File: config.mk
export PLATFORM = sky130hd
export DESIGN_NAME = decode_rom_top
export DESIGN_NICKNAME = d
export VERILOG_FILES = /design/src/mos6502_isa_pkg.sv /design/src/mos6502_timing_pkg.sv /design/src/opcode_classifier.sv /design/src/timing_counter.sv /design/src/address_bus_control.sv /design/src/register_bus_control.sv /design/src/alu_control.sv /design/src/decode_rom_top.sv
export SDC_FILE = /design/constraint.sdc
export NUM_CORES = 1
export LEC_CHECK = 0
export BUFFER_PORTS_ARGS = -buffer_cell sky130_fd_sc_hd__buf_2
export CAP_MARGIN = 40
export CORE_MARGIN = 4
export CORE_UTILIZATION = 43
export DETAILED_ROUTE_END_ITERATION = 6
export HOLD_SLACK_MARGIN = 0.05
export PLACE_DENSITY = 0.78
export SLEW_MARGIN = 10
export SYNTH_ARGS = -nofsm -noshare
export SYNTH_HDL_FRONTEND = slang
export SYNTH_SLANG_ARGS = --single-unit
File: constraint.sdc
create_clock -name i_clk -period 3.2 [get_ports i_clk]
set_input_delay 0.16 -clock i_clk [delete_from_list [all_inputs] [get_ports i_clk]]
set_output_delay 0.16 -clock i_clk [all_outputs]
set_load 0.05 [all_outputs]
File: src/mos6502_isa_pkg.sv
/*
 * Opcode table for the kept subset of the 6502 instruction set.
 * Accumulator shifts and flag opcodes are also decoded from the field view,
 * so the union layout must stay aaa, bbb, cc from the MSB down.
 */
package mos6502_isa_pkg;

    // status register bit positions
    localparam int P_CARRY = 0;

    // implied register increment and decrement
    localparam logic [7:0] OP_INX     = 8'hE8;
    localparam logic [7:0] OP_INY     = 8'hC8;
    localparam logic [7:0] OP_DEX     = 8'hCA;
    localparam logic [7:0] OP_DEY     = 8'h88;

    // accumulator shifts
    localparam logic [7:0] OP_ASL_A   = 8'h0A;
    localparam logic [7:0] OP_ROL_A   = 8'h2A;
    localparam logic [7:0] OP_LSR_A   = 8'h4A;
    localparam logic [7:0] OP_ROR_A   = 8'h6A;

    // flag set and clear
    localparam logic [7:0] OP_CLC     = 8'h18;
    localparam logic [7:0] OP_SEC     = 8'h38;
    localparam logic [7:0] OP_CLI     = 8'h58;
    localparam logic [7:0] OP_SEI     = 8'h78;

    // register transfers
    localparam logic [7:0] OP_TAX     = 8'hAA;
    localparam logic [7:0] OP_TAY     = 8'hA8;
    localparam logic [7:0] OP_TXA     = 8'h8A;
    localparam logic [7:0] OP_TYA     = 8'h98;
    localparam logic [7:0] OP_TXS     = 8'h9A;
    localparam logic [7:0] OP_TSX     = 8'hBA;

    localparam logic [7:0] OP_NOP     = 8'hEA;

    // immediate and absolute memory access
    localparam logic [7:0] OP_LDA_IMM = 8'hA9;
    localparam logic [7:0] OP_LDX_IMM = 8'hA2;
    localparam logic [7:0] OP_LDY_IMM = 8'hA0;
    localparam logic [7:0] OP_LDA_ABS = 8'hAD;
    localparam logic [7:0] OP_LDX_ABS = 8'hAE;
    localparam logic [7:0] OP_LDY_ABS = 8'hAC;
    localparam logic [7:0] OP_STA_ABS = 8'h8D;

    // classic aaa bbb cc split of the opcode byte
    typedef struct packed {
        logic [2:0] aaa;
        logic [2:0] bbb;
        logic [1:0] cc;
    } opcode_fields_t;

    typedef union packed {
        logic [7:0]     raw;
        opcode_fields_t fld;
    } opcode_u;

endpackage

File: src/mos6502_timing_pkg.sv
/*
 * Timing state encoding and bus levels.
 * Only T0 to T3 are named; unknown opcodes run through all 16 states.
 */
package mos6502_timing_pkg;

    localparam int TCU_W = 4;

    // cycle numbers of the instruction sequence
    localparam logic [TCU_W-1:0] T0 = TCU_W'(0);
    localparam logic [TCU_W-1:0] T1 = TCU_W'(1);
    localparam logic [TCU_W-1:0] T2 = TCU_W'(2);
    localparam logic [TCU_W-1:0] T3 = TCU_W'(3);

    // R/W pin, high for a read as on the real part
    localparam logic RW_READ  = 1'b1;
    localparam logic RW_WRITE = 1'b0;

endpackage

File: src/opcode_classifier.sv
/*
 * Sorts the instruction register into classes and register selects.
 * Purely combinational; opcodes outside the kept set raise no class.
 */
`timescale 1ns/100ps

module opcode_classifier
    import mos6502_isa_pkg::*;
(
    input  logic [7:0] i_ir,
    output logic o_known,
    output logic o_cls_incdec, o_cls_shift, o_cls_flag, o_cls_load_imm,
    output logic o_cls_abs, o_abs_store, o_cls_xfer, o_cls_nop,
    output logic o_src_x, o_src_y, o_src_ac, o_src_s,
    output logic o_dst_x, o_dst_y, o_dst_ac, o_dst_s,
    output logic o_sets_nz, o_dec, o_shift_right, o_rotate, o_flag_i
);
    opcode_u ir_u;

    assign ir_u.raw = i_ir;

    // raw compares
    assign o_cls_incdec   = ir_u.raw inside {OP_INX, OP_INY, OP_DEX, OP_DEY};
    assign o_cls_load_imm = ir_u.raw inside {OP_LDA_IMM, OP_LDX_IMM, OP_LDY_IMM};
    assign o_cls_abs      = ir_u.raw inside {OP_LDA_ABS, OP_LDX_ABS, OP_LDY_ABS, OP_STA_ABS};
    assign o_abs_store    = (ir_u.raw == OP_STA_ABS);
    assign o_cls_xfer     = ir_u.raw inside {OP_TAX, OP_TAY, OP_TXA, OP_TYA, OP_TXS, OP_TSX};
    assign o_cls_nop      = (ir_u.raw == OP_NOP);
    assign o_dec          = ir_u.raw inside {OP_DEX, OP_DEY};

    // accumulator shifts live at bbb=010 cc=10, flags at bbb=110 cc=00
    assign o_cls_shift   = (ir_u.fld.bbb == 3'b010) && (ir_u.fld.cc == 2'b10) && !ir_u.fld.aaa[2];
    assign o_cls_flag    = (ir_u.fld.bbb == 3'b110) && (ir_u.fld.cc == 2'b00) && !ir_u.fld.aaa[2];
    assign o_shift_right = o_cls_shift && ir_u.fld.aaa[1];
    assign o_rotate      = o_cls_shift && ir_u.fld.aaa[0];
    assign o_flag_i      = o_cls_flag && ir_u.fld.aaa[1];

    // register selects
    assign o_src_x  = ir_u.raw inside {OP_INX, OP_DEX, OP_TXA, OP_TXS};
    assign o_src_y  = ir_u.raw inside {OP_INY, OP_DEY, OP_TYA};
    assign o_src_ac = o_cls_shift || (ir_u.raw inside {OP_TAX, OP_TAY, OP_STA_ABS});
    assign o_src_s  = (ir_u.raw == OP_TSX);
    assign o_dst_x  = ir_u.raw inside {OP_INX, OP_DEX, OP_TAX, OP_TSX, OP_LDX_IMM, OP_LDX_ABS};
    assign o_dst_y  = ir_u.raw inside {OP_INY, OP_DEY, OP_TAY, OP_LDY_IMM, OP_LDY_ABS};
    assign o_dst_ac = o_cls_shift || (ir_u.raw inside {OP_TXA, OP_TYA, OP_LDA_IMM, OP_LDA_ABS});
    assign o_dst_s  = (ir_u.raw == OP_TXS);

    // TXS leaves Z and N alone
    assign o_sets_nz = o_cls_xfer && (ir_u.raw != OP_TXS);

    assign o_known = o_cls_incdec | o_cls_shift | o_cls_flag | o_cls_load_imm
                   | o_cls_abs | o_cls_xfer | o_cls_nop;

    // at most one class per opcode
    always_comb
    begin
        assert final ($onehot0({o_cls_incdec, o_cls_shift, o_cls_flag, o_cls_load_imm,
                                o_cls_abs, o_cls_xfer, o_cls_nop}))
            else $error("more than one instruction class for opcode %h", i_ir);
    end

endmodule

File: src/timing_counter.sv
/*
 * Instruction timing state, restarted at T0 on the last cycle.
 * Unknown opcodes let the state count freely and wrap modulo 16.
 */
`timescale 1ns/100ps

module timing_counter
    import mos6502_timing_pkg::*;
(
    input  logic             i_clk,
    input  logic             i_arst_n,
    input  logic             i_known,
    input  logic             i_cls_abs,
    output logic [TCU_W-1:0] o_tcu
);
    logic last_cycle;

    // absolute ends at T3, every other known class at T1
    assign last_cycle = i_cls_abs ? (o_tcu == T3) : (i_known && (o_tcu == T1));

    always_ff @(posedge i_clk or negedge i_arst_n)
    begin
        if (!i_arst_n)
            o_tcu <= T0;
        else if (last_cycle)
            o_tcu <= T0;
        else
            o_tcu <= o_tcu + TCU_W'(1);
    end

    // known instructions never run past the absolute sequence
    assert property (@(posedge i_clk) disable iff (!i_arst_n) i_known |-> (o_tcu <= T3))
        else $error("timing state %0d beyond T3 for a known opcode", o_tcu);

endmodule

File: src/address_bus_control.sv
/*
 * Address bus sources, PC hold and increment, and the R/W level.
 * The only write cycle is T3 of an absolute store.
 */
`timescale 1ns/100ps

module address_bus_control
    import mos6502_timing_pkg::*;
(
    input  logic [TCU_W-1:0] i_tcu,
    input  logic i_known,
    input  logic i_cls_load_imm,
    input  logic i_cls_abs,
    input  logic i_abs_store,
    output logic o_pcl_adl, o_pch_adh, o_adl_abl, o_adh_abh,
    output logic o_pcl_pcl, o_pch_pch, o_i_pc,
    output logic o_add_adl, o_dl_adh,
    output logic o_rw
);
    logic pc_bus;
    logic abs_t3;

    // fetch and operand cycles address through the PC
    assign pc_bus = (i_tcu == T0) || (i_known && ((i_tcu == T1) || (i_tcu == T2)));
    assign abs_t3 = i_cls_abs && (i_tcu == T3);

    assign o_pcl_adl = pc_bus;
    assign o_pch_adh = pc_bus;
    assign o_adl_abl = pc_bus || abs_t3;
    assign o_adh_abh = pc_bus || abs_t3;

    // PC recirculates through the incrementer, also on the last absolute cycle
    assign o_pcl_pcl = pc_bus || abs_t3;
    assign o_pch_pch = pc_bus || abs_t3;
    assign o_i_pc    = (i_tcu == T0) || ((i_tcu == T1) && (i_cls_load_imm || i_cls_abs))
                    || abs_t3;

    // effective address: low byte from the adder, high byte from the data latch
    assign o_add_adl = abs_t3;
    assign o_dl_adh  = abs_t3;

    assign o_rw = (abs_t3 && i_abs_store) ? RW_WRITE : RW_READ;

    always_comb
    begin
        assert final ((o_rw == RW_READ) || (i_tcu == T3))
            else $error("write strobe outside T3 at state %0d", i_tcu);
    end

endmodule

File: src/register_bus_control.sv
/*
 * SB and DB transfers, register loads and status flag loads.
 * Adder results of INC/DEC and shifts are written back at the next T0,
 * while the instruction register still holds the finishing opcode.
 */
`timescale 1ns/100ps

module register_bus_control
    import mos6502_timing_pkg::*;
(
    input  logic [TCU_W-1:0] i_tcu,
    input  logic i_cls_incdec, i_cls_shift, i_cls_flag, i_cls_load_imm,
    input  logic i_cls_xfer, i_cls_abs, i_abs_store,
    input  logic i_src_x, i_src_y, i_src_ac, i_src_s,
    input  logic i_dst_x, i_dst_y, i_dst_ac, i_dst_s,
    input  logic i_sets_nz, i_shift_right, i_flag_i,
    output logic o_x_sb, o_y_sb, o_ac_sb, o_s_sb,
    output logic o_sb_x, o_sb_y, o_sb_ac, o_sb_s,
    output logic o_sb_db, o_dl_db, o_ac_db,
    output logic o_add_sb_7, o_add_sb_0_6,
    output logic o_dbz_z, o_db7_n, o_ir5_c, o_ir5_i
);
    logic t0, t1, t2, t3;
    logic write_back;
    logic abs_load;
    logic src_drive;
    logic dst_load;
    logic zn_load;

    assign t0 = (i_tcu == T0);
    assign t1 = (i_tcu == T1);
    assign t2 = (i_tcu == T2);
    assign t3 = (i_tcu == T3);

    assign write_back = t0 && (i_cls_incdec || i_cls_shift);
    assign abs_load   = t3 && i_cls_abs && !i_abs_store;
    assign src_drive  = t1 && (i_cls_incdec || i_cls_shift || i_cls_xfer);
    assign dst_load   = write_back || (t1 && (i_cls_xfer || i_cls_load_imm)) || abs_load;
    assign zn_load    = write_back || (t1 && ((i_cls_xfer && i_sets_nz) || i_cls_load_imm))
                     || abs_load;

    // source register onto SB
    assign o_x_sb  = src_drive && i_src_x;
    assign o_y_sb  = src_drive && i_src_y;
    assign o_ac_sb = src_drive && i_src_ac;
    assign o_s_sb  = src_drive && i_src_s;

    // SB into the destination register
    assign o_sb_x  = dst_load && i_dst_x;
    assign o_sb_y  = dst_load && i_dst_y;
    assign o_sb_ac = dst_load && i_dst_ac;
    assign o_sb_s  = dst_load && i_dst_s;

    // left shifts also feed the accumulator to the adder's DB input
    assign o_sb_db = zn_load || (t1 && i_cls_shift && !i_shift_right);
    assign o_dl_db = (t1 && (i_cls_load_imm || i_cls_abs)) || abs_load;
    assign o_ac_db = t3 && i_cls_abs && i_abs_store;

    // adder result onto SB for write-back, and held through T2 of absolute
    assign o_add_sb_7   = write_back || (t2 && i_cls_abs);
    assign o_add_sb_0_6 = write_back || (t2 && i_cls_abs);

    assign o_dbz_z = zn_load;
    assign o_db7_n = zn_load;

    // IR bit 5 is the new flag value
    assign o_ir5_c = t1 && i_cls_flag && !i_flag_i;
    assign o_ir5_i = t1 && i_cls_flag && i_flag_i;

endmodule

File: src/alu_control.sv
/*
 * Adder input selects, operation select and carry control.
 * DB floats high when nothing drives it, so it reads as 8'hFF.
 */
`timescale 1ns/100ps

module alu_control
    import mos6502_isa_pkg::*;
    import mos6502_timing_pkg::*;
(
    input  logic [TCU_W-1:0] i_tcu,
    input  logic [7:0] i_p,
    input  logic i_cls_incdec, i_cls_shift, i_cls_abs,
    input  logic i_dec, i_shift_right, i_rotate,
    output logic o_sb_add, o_db_add, o_db_n_add, o_0_add,
    output logic o_1_addc, o_sums, o_srs, o_acr_c
);
    always_comb
    begin
        o_sb_add   = 1'b0;
        o_db_add   = 1'b0;
        o_db_n_add = 1'b0;
        o_0_add    = 1'b0;
        o_1_addc   = 1'b0;
        o_sums     = 1'b0;
        o_srs      = 1'b0;
        o_acr_c    = 1'b0;

        if (i_tcu == T1)
        begin
            if (i_cls_incdec)
            begin
                // +1 is reg + ~FF + carry, -1 is reg + FF
                o_sb_add   = 1'b1;
                o_sums     = 1'b1;
                o_db_n_add = !i_dec;
                o_db_add   = i_dec;
                o_1_addc   = !i_dec;
            end
            if (i_cls_shift)
            begin
                o_sb_add = 1'b1;
                o_acr_c  = 1'b1;
                o_srs    = i_shift_right;
                // ASL/ROL double the accumulator
                o_db_add = !i_shift_right;
                o_sums   = !i_shift_right;
                o_1_addc = i_rotate && i_p[P_CARRY];
            end
            if (i_cls_abs)
            begin
                // low address byte passes through as 0 + DB
                o_0_add  = 1'b1;
                o_db_add = 1'b1;
                o_sums   = 1'b1;
            end
        end
        else if ((i_tcu == T2) && i_cls_abs)
        begin
            // SB + 0 keeps the low address byte in the adder
            o_sb_add   = 1'b1;
            o_db_n_add = 1'b1;
            o_sums     = 1'b1;
        end
    end

endmodule

File: src/decode_rom_top.sv
/*
 * Decode ROM top level: classifier, timing counter and control decoders.
 * i_ir must be valid from T1; at T0 it still holds the finishing opcode.
 * All strobes are active high and combinational from state, IR and P.
 */
`timescale 1ns/100ps

module decode_rom_top
    import mos6502_timing_pkg::*;
(
    input  logic             i_clk,
    input  logic             i_arst_n,
    input  logic [7:0]       i_ir,
    input  logic [7:0]       i_p,
    output logic [TCU_W-1:0] o_tcu,
    // address bus and program counter
    output logic o_pcl_adl, o_pch_adh, o_adl_abl, o_adh_abh,
    output logic o_pcl_pcl, o_pch_pch, o_i_pc,
    output logic o_add_adl, o_dl_adh,
    output logic o_rw,
    // register buses and flags
    output logic o_x_sb, o_y_sb, o_ac_sb, o_s_sb,
    output logic o_sb_x, o_sb_y, o_sb_ac, o_sb_s,
    output logic o_sb_db, o_dl_db, o_ac_db,
    output logic o_add_sb_7, o_add_sb_0_6,
    output logic o_dbz_z, o_db7_n, o_ir5_c, o_ir5_i,
    // adder
    output logic o_sb_add, o_db_add, o_db_n_add, o_0_add,
    output logic o_1_addc, o_sums, o_srs, o_acr_c
);
    logic known;
    logic cls_incdec, cls_shift, cls_flag, cls_load_imm;
    logic cls_abs, abs_store, cls_xfer;
    logic src_x, src_y, src_ac, src_s;
    logic dst_x, dst_y, dst_ac, dst_s;
    logic sets_nz, dec, shift_right, rotate, flag_i;

    opcode_classifier u_classifier (
        .i_ir           (i_ir),
        .o_known        (known),
        .o_cls_incdec   (cls_incdec),
        .o_cls_shift    (cls_shift),
        .o_cls_flag     (cls_flag),
        .o_cls_load_imm (cls_load_imm),
        .o_cls_abs      (cls_abs),
        .o_abs_store    (abs_store),
        .o_cls_xfer     (cls_xfer),
        // NOP only counts toward o_known
        .o_cls_nop      (),
        .o_src_x        (src_x),
        .o_src_y        (src_y),
        .o_src_ac       (src_ac),
        .o_src_s        (src_s),
        .o_dst_x        (dst_x),
        .o_dst_y        (dst_y),
        .o_dst_ac       (dst_ac),
        .o_dst_s        (dst_s),
        .o_sets_nz      (sets_nz),
        .o_dec          (dec),
        .o_shift_right  (shift_right),
        .o_rotate       (rotate),
        .o_flag_i       (flag_i)
    );

    timing_counter u_timing (
        .i_clk     (i_clk),
        .i_arst_n  (i_arst_n),
        .i_known   (known),
        .i_cls_abs (cls_abs),
        .o_tcu     (o_tcu)
    );

    // strobe outputs connect by name
    address_bus_control u_addr (
        .i_tcu          (o_tcu),
        .i_known        (known),
        .i_cls_load_imm (cls_load_imm),
        .i_cls_abs      (cls_abs),
        .i_abs_store    (abs_store),
        .*
    );

    register_bus_control u_regs (
        .i_tcu          (o_tcu),
        .i_cls_incdec   (cls_incdec),
        .i_cls_shift    (cls_shift),
        .i_cls_flag     (cls_flag),
        .i_cls_load_imm (cls_load_imm),
        .i_cls_xfer     (cls_xfer),
        .i_cls_abs      (cls_abs),
        .i_abs_store    (abs_store),
        .i_src_x        (src_x),
        .i_src_y        (src_y),
        .i_src_ac       (src_ac),
        .i_src_s        (src_s),
        .i_dst_x        (dst_x),
        .i_dst_y        (dst_y),
        .i_dst_ac       (dst_ac),
        .i_dst_s        (dst_s),
        .i_sets_nz      (sets_nz),
        .i_shift_right  (shift_right),
        .i_flag_i       (flag_i),
        .*
    );

    alu_control u_alu (
        .i_tcu         (o_tcu),
        .i_p           (i_p),
        .i_cls_incdec  (cls_incdec),
        .i_cls_shift   (cls_shift),
        .i_cls_abs     (cls_abs),
        .i_dec         (dec),
        .i_shift_right (shift_right),
        .i_rotate      (rotate),
        .*
    );

endmodule

# Yosys cells after proc, flatten, opt, wreduce, memory -nomap -nowiden

Cells that the tools add are included.
W data, S select, Z words.

Add/subtract/negate cells: 1
Reductions and logical operators: 71
Bitwise operators: 6
Multiplexer cells: 24
Equality and inequality tests: 25

Operators by type and width:

| cell                  | number |
|---|---|
| $eq A8 B8 Y1 const B  | 18 |
| $logic_and A1 B1 Y1   | 34 |
| $mux W1               | 23 |
| $logic_or A1 B1 Y1    | 19 |
| $reduce_bool A4 Y1    | 4 |
| $reduce_bool A6 Y1    | 2 |
| $reduce_bool A3 Y1    | 3 |
| $eq A4 B2 Y1 const B  | 2 |
| $ne A8 B8 Y1 const B  | 1 |
| $or A1 B1 Y1          | 6 |
| $logic_not A1 Y1      | 5 |
| $reduce_bool A5 Y1    | 1 |
| $add A4 B1 Y4 const B | 1 |
| $eq A4 B1 Y1 const B  | 1 |
| $logic_not A4 Y1      | 1 |
| $mux W4               | 1 |
| $eq A3 B2 Y1 const B  | 1 |
| $eq A3 B3 Y1 const B  | 1 |
| $eq A2 B2 Y1 const B  | 1 |
| $logic_not A2 Y1      | 1 |
| $reduce_bool A2 Y1    | 1 |

Flip-flop bits (word level): 4
Bits of input ports: 18
Word-level logic and storage cells: 128
Output and inout bits: 39

# Longest topological paths before layout

Gate-level depths: netlist (run 1).

Depth after elaboration: 12
Gate-level depth with buffers: 8
Mapped depth without buffers: 7

# By module

Synthesis (run 1) repeated with hierarchy kept, for this count alone.

Cell total of the unflattened synthesis: 167
Area total of the unflattened synthesis: 1,152.4 µm²

Modules (own cells, without submodules):

| module               | times used | seq. area each (µm²) | area an instance (µm²) | cells an instance |
|---|---|---|---|---|
| opcode_classifier    | 1          | 0.0                  | 459.2                  | 76 |
| register_bus_control | 1          | 0.0                  | 224.0                  | 38 |
| timing_counter       | 1          | 100.1                | 202.7                  | 16 |
| address_bus_control  | 1          | 0.0                  | 133.9                  | 17 |
| alu_control          | 1          | 0.0                  | 132.6                  | 20 |

# Worst setup path before layout (run 1)

No wires, ideal clock.

Path kind: register -> output
From: register u_timing.o_tcu[0]
To: output o_ac_sb
Data arrival time: 3,858 ps
Cell stages (with the launch flop): 6
Required time: 3,040 ps
Path buffers: 0
Setup slack: -818 ps
Cell sequence: dfrtp_1 -> ha_1 -> inv_1 -> nor2_1 -> nand2_1 -> a2111oi_0

Longest elaborated chain between the ends: 3

RTL lines:

| item                   | line                       | text |
|---|---|---|
| start, declared        | timing_counter.sv:14       | `output logic [TCU_W-1:0] o_tcu` |
| start signal, assigned | timing_counter.sv:28       | `o_tcu <= o_tcu + TCU_W'(1);` |
| $eq A4 B1 Y1           | register_bus_control.sv:31 | `assign t1 = (i_tcu == T1);` |
| $logic_and A1 B1 Y1    | register_bus_control.sv:37 | `assign src_drive = t1 && (i_cls_incdec \|\| i_cls_shift \|\| i_cls_xfer);` |
| $logic_and A1 B1 Y1    | register_bus_control.sv:45 | `assign o_ac_sb = src_drive && i_src_ac;` |
| end, declared          | decode_rom_top.sv:22       | `output logic o_x_sb, o_y_sb, o_ac_sb, o_s_sb,` |

No other way between the ends.

# Worst setup path after layout (run 1)

From: register u_timing.o_tcu[1]
To: output o_sb_ac

Longest elaborated chain between the ends: 5
Elaborated cells between the ends (all ways): 10
Classes of those cells: eq/ne (2); reduce/logical (8)

RTL lines:

| item                                                             | line                                                                               | text |
|---|---|---|
| $eq A4 B1 Y1, or another cell as far along                       | register_bus_control.sv:31                                                         |  |
| $logic_and A1 B1 Y1, on equally long branches                    | register_bus_control.sv:38, register_bus_control.sv:35, register_bus_control.sv:36 |  |
| $logic_or A1 B1 Y1 / $logic_and A1 B1 Y1 (equally long branches) | register_bus_control.sv:38, register_bus_control.sv:36                             |  |
| $logic_or A1 B1 Y1 (*)                                           | register_bus_control.sv:38                                                         | `assign dst_load = write_back \|\| (t1 && (i_cls_xfer \|\| i_cls_load_imm)) \|\| abs_load;` |
| $logic_and A1 B1 Y1 (*)                                          | register_bus_control.sv:51                                                         | `assign o_sb_ac = dst_load && i_dst_ac;` |
| end, declared                                                    | decode_rom_top.sv:23                                                               | `output logic o_sb_x, o_sb_y, o_sb_ac, o_sb_s,` |

Every way passes the cells marked *; elsewhere a longest branch is shown, timed or not.

==> flow_summary_export.csv, run 1 <==
group,metric,value,unit
finish,layout_commonest_cell,"buf_2",
power,p_sw_share,62.4,%
clocking,root_buffer,"clkbuf_4",
clocking,cts_buffer_depth,2,
clocking,cts_tree,"yes",
finish,final_area,1280,um^2
run_status,outcome,"finished, final reports clean",
worst_setup_path,path_class,"flop to primary output",
clocking,clkTransAtPathRegs,40,ps
power,power_density,451,nW/um^2
synthesis,synth_edf_count,0,
synthesis,synth_seq_cells,4,
global_routing,track_usage,18.7,%
timing,holdWs,255,ps
routing,vias,1323,
routing,wirelength,3.16,mm
global_routing,grt-ovfl-total,0,
timing,tns,0,ps
floorplan,coreArea,2280,um^2
power,pwr-share-seq,17.1,%
routing,vias_per_cell,5.88,
finish,fin_util,56.1,%
timing,timing.fmax,0.380,GHz
worst_setup_path,critPathRequiredTime,3040,ps
synthesis,syn_avg_cell_area,6.58,um^2
timing,hold_violations,0,
timing,slew_headroom,70.2,%
clocking,clock_latency,230,ps
clocking,cts_buffers,3,
placed_design,place.gp.congestion,0.921,
global_routing,grt_max_degree,25,
synthesis,synth_ff_type,"dfrtp_1",
finish,top_register,"u_timing.o_tcu",
finish,largest_reg_flops,4,
routing,first_iter_violations,49,
placed_design,postPlaceCellArea,1240,um^2
timing,finalSetupViolations,0,
synthesis,syn-num-nets,182,
power,intPower,0.000216,W
synthesis,syn-cell-area,1050,um^2
timing,rsz0062_at_grt,"false",
flow_run,drv_cap,0,
power,leakagePower,0.597,nW
routing,final_antenna_net_count,0,
floorplan,die-area,3310,um^2
routing,drcViolationCount,0,
clocking,htreeDepth,1,
routing,wl_per_cell,14.0,um
synthesis,synth_cell_types,48,
floorplan,fp.dieW,57.5,um
finish,drive_gt1_share,30.5,%
worst_setup_path,endpoint_kind,"primary output",
global_routing,antenna_found_initial,0,
hold_path,hp-class,"primary input to async pin",
finish,area_delta_synth_final,21.1,%
timing,finalCritPeriodShare,82.3,%
routing,firstDrtPassIters,4,
power,ir_drop,0.000535,V
power,clkPwrFrac,10.6,%
floorplan,ios,57,
worst_setup_path,crit_arrival,2470,ps
finish,mostFrequentLayoutCells,"buf_2, nor2_1, a21oi_1, nand2_1",
synthesis,synth_warnings,0,
finish,largestRegisters,"u_timing.o_tcu x4",
timing,report.final.slew_viol_count,0,
power,combPwrFrac,72.3,%
floorplan,dieHeight,57.5,um
finish,diodes,0,
global_routing,grt_pass1_wl,5.21,mm
timing,worst_pin_slew,445,ps
clocking,postCtsSetupRepairBufs,0,
clocking,clock_sinks,4,
placed_design,dp_hpwl,2.45,mm
synthesis,yosysSeqAreaShare,9.50,%
synthesis,netlist_instances,160,
global_routing,grt_pass1_vias,1168,
power,p_sw,0.000360,W
synthesis,async_reset_ff_share,100,%
worst_setup_path,path_max_fanout,6,
timing,skew,4.08,ps
timing,post-route-min-period,2630,ps
placed_design,portBuffers,49,
worst_setup_path,critPathLaunchType,"flop",
floorplan,row_count,17,
finish,nNetsFinal,221,
floorplan,initial_utilization,46.3,%
worst_setup_path,r2r_slack,1750,ps
## final cells by class
class,count,area (um^2)
clock buffer,3,22.5
timing repair buffer,50,255
multi-input combinational,131,830
inverter,9,33.8
sequential,4,100
tap,28,35.0
fill,229,1000
## worst max-delay path, stage by stage (launching register included)
cell     delay (ps)
dfrtp_1         420
inv_1           110
ha_1            230
inv_1           110
nor2_1          310
nand2_1         230
o22a_1          320
a22oi_1         220
buf_2           290
## cell usage after synthesis (2+ instances only)
cell | instances | area share (%)
nor2_1 | 17 | 6.1
a21oi_1 | 12 | 5.7
nand2_1 | 10 | 3.6
inv_1 | 9 | 3.2
nand3_1 | 9 | 4.3
buf_4 | 8 | 5.7
nand2b_1 | 8 | 4.8
nand4_1 | 6 | 3.6
a21o_1 | 5 | 3.6
buf_2 | 5 | 2.4
nor3_1 | 5 | 2.4
o21ai_1 | 5 | 2.4
dfrtp_1 | 4 | 9.5
ha_1 | 4 | 4.8
a21boi_1 | 3 | 2.1
nor2b_1 | 3 | 1.8
nor4_1 | 3 | 1.8
o211ai_1 | 3 | 2.1
o21a_1 | 3 | 2.1
o22ai_1 | 3 | 1.8
or2_1 | 3 | 1.8
a22oi_1 | 2 | 1.4
clkbuf_1 | 2 | 0.71
nand3b_1 | 2 | 1.4
o21ai_0 | 2 | 0.95
xnor2_1 | 2 | 1.7
## kinds of logic after synthesis
| family | synth area share, % |
|---|---|
| adders and majority gates | 4.75 |
| muxes | 2.02 |
| buffers and inverters | 12.4 |
| and+or+nand+nor | 37.2 |
| AOI/OAI and AO/OA | 31.7 |
| DFF | 9.50 |
| xor gates and xnor gates | 2.49 |
## per-stage QoR
step | power, W | instances | setup slack (ps)
after floorplan | 0.000451 | 160 | 49.8
after global placement | 0.000508 | 221 | 946
after detailed placement | 0.000514 | 221 | 852
after CTS | 0.000579 | 225 | 602
after global routing | 0.000623 | 225 | 397
final | 0.000576 | 225 | 566
## power by group through the flow
stage | Clock, W | Combinational (W) | Sequential (W)
floorplan | 0 | 0.000286 | 0.000164
global placement | 0 | 0.000410 | 0.0000973
detailed placement | 0 | 0.000415 | 0.0000983
CTS | 0.0000636 | 0.000418 | 0.0000976
global route | 0.0000721 | 0.000447 | 0.000104
finish | 0.0000613 | 0.000417 | 0.0000983
## what timing repair did
action	CTS	global route
hold endpoints to repair	4	0
hold buffers	1	0
gates resized for setup	0	0
## worst paths after layout
| kind | start | end | cells after the start |
|---|---|---|---|
| min reg2reg | u_timing.o_tcu[3] | u_timing.o_tcu[3] | 1 |
| max | u_timing.o_tcu[1] | o_sb_ac | 8 |
| min in group i_clk | u_timing.o_tcu[3] | u_timing.o_tcu[3] | 1 |
| max reg2reg | u_timing.o_tcu[2] | u_timing.o_tcu[0] | 4 |
| max in group asynchronous | i_arst_n | u_timing.o_tcu[1] | 2 |
| min | i_arst_n | u_timing.o_tcu[2] | 2 |
## metal layers
layer | vias up | wire (um) | global-route usage, %
met1 | 584 | 1370 | 25.7
li1 | 656 | - | -
met2 | 81 | 1480 | 31.1
met5 | - | 0 | 0
met4 | 0 | 10 | 1.99
met3 | 2 | 299 | 3.39
(Power assumes the default switching activity.)
==> run 2: changes to the inputs <==
==> constraint.sdc (replaced) <==
create_clock -name i_clk -period 2.6 [get_ports i_clk]
set_input_delay 0.13 -clock i_clk [delete_from_list [all_inputs] [get_ports i_clk]]
set_output_delay 0.13 -clock i_clk [all_outputs]
set_load 0.05 [all_outputs]
==> run 2 against run 1 <==
Final cell count grew 1.8%. Critical path type unchanged. Power grew 27%. Sequential share of layout area shrank 0.13 points. Final area grew 4.2%. Clock power grew 37%. First-iteration DRC count shrank 2.0%. Sequential cell count is the same. Combinational power grew 26%. Register-to-register slack lost 580 ps. Die area is the same. Clock-buffer cell count grew 1. Largest power group unchanged.
==> flow_summary_export.csv, run 2 (same netlist as run 1, synthesis figures left out) <==
group,metric,value,unit
run_status,outcome,"finished, final reports clean",
global_routing,grt_pass1_vias,1151,
global_routing,grt-ovfl-total,0,
routing,final_antenna_net_count,0,
finish,final_area,1330,um^2
finish,diodes,0,
clocking,htreeDepth,1,
power,power_density,550,nW/um^2
clocking,clock_sinks,4,
routing,firstDrtPassIters,4,
finish,largestRegisters,"u_timing.o_tcu x4",
power,ir_drop,0.000731,V
placed_design,portBuffers,49,
placed_design,dp_hpwl,2.51,mm
floorplan,initial_utilization,46.3,%
floorplan,ios,57,
worst_setup_path,critPathRequiredTime,2470,ps
worst_setup_path,endpoint_kind,"primary output",
finish,largest_reg_flops,4,
timing,worst_pin_slew,411,ps
floorplan,fp.dieW,57.5,um
worst_setup_path,path_class,"flop to primary output",
routing,wl_per_cell,14.1,um
floorplan,coreArea,2280,um^2
finish,drive_gt1_share,34.3,%
placed_design,pre_cts_slack,509,ps
finish,top_register,"u_timing.o_tcu",
floorplan,die-area,3310,um^2
clocking,cts_buffers,3,
clocking,clkTransAtPathRegs,40,ps
finish,nNetsFinal,224,
global_routing,antenna_found_initial,0,
worst_setup_path,crit_arrival,2170,ps
placed_design,place.gp.congestion,0.899,
global_routing,track_usage,18.8,%
routing,vias,1338,
routing,first_iter_violations,48,
clocking,cts_buffer_depth,2,
timing,post-route-min-period,2300,ps
timing,report.final.slew_viol_count,0,
clocking,root_buffer,"clkbuf_4",
clocking,cts_tree,"yes",
timing,skew,2.54,ps
hold_path,hp-class,"primary input to async pin",
routing,drcViolationCount,0,
floorplan,row_count,17,
routing,wirelength,3.22,mm
placed_design,postPlaceCellArea,1290,um^2
finish,fin_util,58.4,%
timing,timing.fmax,0.434,GHz
timing,setup_slack,295,ps
floorplan,dieHeight,57.5,um
power,leakagePower,0.613,nW
finish,mostFrequentLayoutCells,"buf_2, nor2_1, a21oi_1, nand2_1",
timing,rsz0062_at_grt,"false",
timing,finalCritPeriodShare,88.6,%
timing,tns,0,ps
flow_run,drv_cap,0,
clocking,clock_latency,240,ps
worst_setup_path,path_max_fanout,6,
timing,finalSetupViolations,0,
power,total_power,0.000732,W
routing,vias_per_cell,5.84,
finish,layout_commonest_cell,"buf_2",
global_routing,grt_max_degree,25,
finish,area_delta_synth_final,26.2,%
global_routing,grt_pass1_wl,5.20,mm
timing,slew_headroom,72.5,%
worst_setup_path,critPathLaunchType,"flop",
timing,hold_violations,0,
==> run 2: final timing paths <==
kind / startpoint / endpoint / slack (ps) / depth (start not counted)
max: u_timing.o_tcu[1] / o_sb_ac / 300 / 8
min in group i_clk: u_timing.o_tcu[0] / u_timing.o_tcu[0] / 520 / 1
min reg2reg: u_timing.o_tcu[0] / u_timing.o_tcu[0] / 520 / 1
max in group asynchronous: i_arst_n / u_timing.o_tcu[1] / 2230 / 2
min: i_arst_n / u_timing.o_tcu[0] / 240 / 2
max reg2reg: u_timing.o_tcu[1] / u_timing.o_tcu[0] / 1170 / 5
==> run 2: layout make-up <==
type | count | area (um^2)
Fill cell | 229 | 946
Inverter | 9 | 33.8
Tap cell | 28 | 35.0
Sequential cell | 4 | 103
Multi-Input combinational cell | 131 | 855
Clock buffer | 4 | 26.3
Timing Repair Buffer | 53 | 278
==> run 2: critical path: stages, from the launching register on <==
cell and delay [ps]:
dfrtp_2 420, inv_1 90, ha_1 240, inv_1 110, nor2_1 150, nand2_1 90
o22a_1 330, a22oi_2 230, buf_2 280
==> run 2: stage by stage <==
stage	instances	hold WS, ps
3_5_place_dp	224	-62.9
3_3_place_gp	224	-65.8
6_report	229	241
4_1_cts	229	225
2_1_floorplan	160	-166
5_1_grt	229	252
==> run 2: routing by layer <==
metal  vias to the layer above  track usage (%)  share of wire (%)
met5                         -                0                  0
met4                         0             1.66               0.50
met3                         2             3.39                9.8
met2                        74             30.8                 48
met1                       603             26.4                 42
li1                        659                -                  -
==> run 2: what timing repair did <==
item                                    in CTS  in global routing
setup buffers                                0                  0
hold buffers                                 1                  0
endpoints found under the setup margin       0                  0
hold endpoints to repair                     4                  0
resized for setup                            0                  0
==> run 2: where the power goes <==
part | switching, W | leakage [nW] | internal, W
clock network | 0.0000264 | 0.0150 | 0.0000577
logic | 0.000388 | 0.552 | 0.000138
registers | 0.0000328 | 0.0464 | 0.0000887
==> run 3: changes to the inputs <==
--- a/config.mk
+++ b/config.mk
@@ -6,12 +6,11 @@
 export NUM_CORES = 1
 export LEC_CHECK = 0
 export BUFFER_PORTS_ARGS = -buffer_cell sky130_fd_sc_hd__buf_2
-export CAP_MARGIN = 40
 export CORE_MARGIN = 4
 export CORE_UTILIZATION = 43
 export DETAILED_ROUTE_END_ITERATION = 6
 export HOLD_SLACK_MARGIN = 0.05
-export PLACE_DENSITY = 0.78
+export PLACE_DENSITY = 0.85
 export SLEW_MARGIN = 10
 export SYNTH_ARGS = -nofsm -noshare
 export SYNTH_HDL_FRONTEND = slang
==> constraint.sdc (replaced) <==
create_clock -name i_clk -period 3 [get_ports i_clk]
set_input_delay 0.15 -clock i_clk [delete_from_list [all_inputs] [get_ports i_clk]]
set_output_delay 0.15 -clock i_clk [all_outputs]
set_load 0.05 [all_outputs]
==> run 3 against run 2 <==
Utilization decreased by 2.4 points. Highest routed layer unchanged. Worst setup slack improved by 180 ps. Non-clock buffer count decreased by 3. Sequential share of layout area increased by 0.13 points. Final area decreased by 4.0%. Via count decreased by 1.3%. Combinational power decreased by 15%.
==> flow_summary_export.csv, run 3 (same netlist as run 1, synthesis figures left out) <==
group,metric,value,unit
run_status,outcome,"finished, final reports clean",
clocking,clkTransAtPathRegs,40,ps
floorplan,row_count,17,
worst_setup_path,critPathLaunchType,"flop",
routing,final_antenna_net_count,0,
timing,timing.fmax,0.396,GHz
clocking,htreeDepth,1,
global_routing,grt_pass1_vias,1132,
routing,wirelength,3.07,mm
floorplan,dieHeight,57.5,um
power,leakagePower,0.597,nW
clocking,cts_buffers,3,
routing,firstDrtPassIters,4,
worst_setup_path,r2r_cells,4,
timing,tns,0,ps
timing,finalSetupViolations,0,
clocking,cts_tree,"yes",
finish,largest_reg_flops,4,
power,total_power,0.000621,W
hold_path,hp-class,"primary input to async pin",
worst_setup_path,crit_arrival,2370,ps
routing,wl_per_cell,13.6,um
worst_setup_path,crit_slowest_cell,"dfrtp_1",
finish,drive_gt1_share,30.5,%
worst_setup_path,r2r_slack,1610,ps
timing,post-route-min-period,2520,ps
placed_design,place.gp.congestion,0.897,
routing,drcViolationCount,0,
timing,finalCritPeriodShare,84.1,%
finish,area_delta_synth_final,21.1,%
worst_setup_path,r2r_start,"u_timing.o_tcu[2]",
worst_setup_path,path_delay_family,"compound AO/OA/AOI/OAI gates",
finish,diodes,0,
floorplan,ios,57,
global_routing,grt-ovfl-total,0,
finish,mostFrequentLayoutCells,"buf_2, nor2_1, a21oi_1, nand2_1",
finish,nNetsFinal,221,
worst_setup_path,path_class,"flop to primary output",
finish,top_register,"u_timing.o_tcu",
clocking,cts_buffer_depth,2,
finish,nFillCells,235,
floorplan,fp.dieW,57.5,um
finish,multi_input_area,830,um^2
worst_setup_path,critPathRequiredTime,2850,ps
finish,largestRegisters,"u_timing.o_tcu x4",
timing,slew_headroom,70.1,%
routing,vias_per_cell,5.87,
timing,hold_violations,0,
placed_design,portBuffers,49,
floorplan,initial_utilization,46.3,%
worst_setup_path,cp_cell_sequence,"inv_1 -> ha_1 -> inv_1 -> nor2_1 -> nand2_1 -> o22a_1 -> a22oi_1 -> buf_2",
global_routing,track_usage,18.5,%
global_routing,grt_max_degree,25,
worst_setup_path,cp_common_cell,"inv_1",
clocking,postCtsSetupRepairBufs,0,
global_routing,grt_pass1_wl,5.06,mm
power,power_density,487,nW/um^2
timing,skew,6.97,ps
power,ir_drop,0.000604,V
worst_setup_path,path_max_fanout,6,
worst_setup_path,path_buf_inv,3,
floorplan,coreArea,2280,um^2
clocking,clock_latency,250,ps
floorplan,die-area,3310,um^2
clocking,root_buffer,"clkbuf_4",
global_routing,antenna_found_initial,0,
worst_setup_path,max_stage_delay,420,ps
flow_run,drv_cap,0,
timing,report.final.slew_viol_count,0,
worst_setup_path,worstReg2RegEnd,"u_timing.o_tcu[0]",
routing,first_iter_violations,46,
timing,worst_pin_slew,447,ps
worst_setup_path,endpoint_kind,"primary output",
routing,vias,1321,
placed_design,dp_hpwl,2.31,mm
finish,regArea,100,um^2
clocking,clock_sinks,4,
timing,rsz0062_at_grt,"false",
finish,layout_commonest_cell,"buf_2",
==> run 3: routing by layer <==
layer | share of wire, % | track usage (%) | wire length [um] | vias up
li1 | - | - | - | 652
met1 | 45 | 26.6 | 1380 | 598
met2 | 45 | 27.9 | 1370 | 65
met3 | 9.1 | 2.49 | 280 | 6
met4 | 1.2 | 6.62 | 37 | 0
met5 | 0 | 0 | 0 | -
==> run 3: worst max path at each step <==
stage / cells past startpoint / slack (ps) / to / from
3_5_place_dp: 8 / 760 / o_sb_x / u_timing.o_tcu[1]
4_1_cts: 8 / 500 / o_sb_x / u_timing.o_tcu[1]
5_1_grt: 8 / 260 / o_sb_ac / u_timing.o_tcu[1]
3_3_place_gp: 8 / 760 / o_sb_x / u_timing.o_tcu[1]
2_1_floorplan: 5 / -140 / o_ir5_c / u_timing.o_tcu[0]
6_report: 8 / 480 / o_sb_x / u_timing.o_tcu[1]
==> run 3: layout make-up <==
type                            count  area share [%]
Tap cell                           28            2.75
Timing Repair Buffer               50            20.0
Multi-Input combinational cell    131            65.0
Sequential cell                     4            7.84
Clock buffer                        3            1.76
Inverter                            9            2.65
==> run 3: timing repair <==
action	CTS	global route
hold buffers	1	0
resized for setup	0	0
hold endpoints to repair	4	0
==> run 3: worst reg2reg max path: stages, from the launching register on <==
cell,delay [ps]
dfrtp_1,430
nor2_1,370
nand2_1,190
nor2_1,190
a311oi_1,70
==> run 3: through the flow <==
stage	util [%]	hold slack (ps)	worst slack (ps)	std cells	cell area (um^2)
2_1_floorplan	-	-146	-140	160	1060
3_3_place_gp	54.6	-42.6	755	221	1240
4_1_cts	56.1	247	496	225	1280
5_1_grt	56.1	273	263	225	1280
6_report	56.1	240	477	225	1280
3_5_place_dp	54.6	-37.4	761	221	1240
==> run 3: power breakdown <==
part	leakage (nW)	switching (W)	internal (W)
Clock	0.0138	0.0000256	0.0000450
Sequential	0.0490	0.0000300	0.0000754
Combinational	0.534	0.000335	0.000110
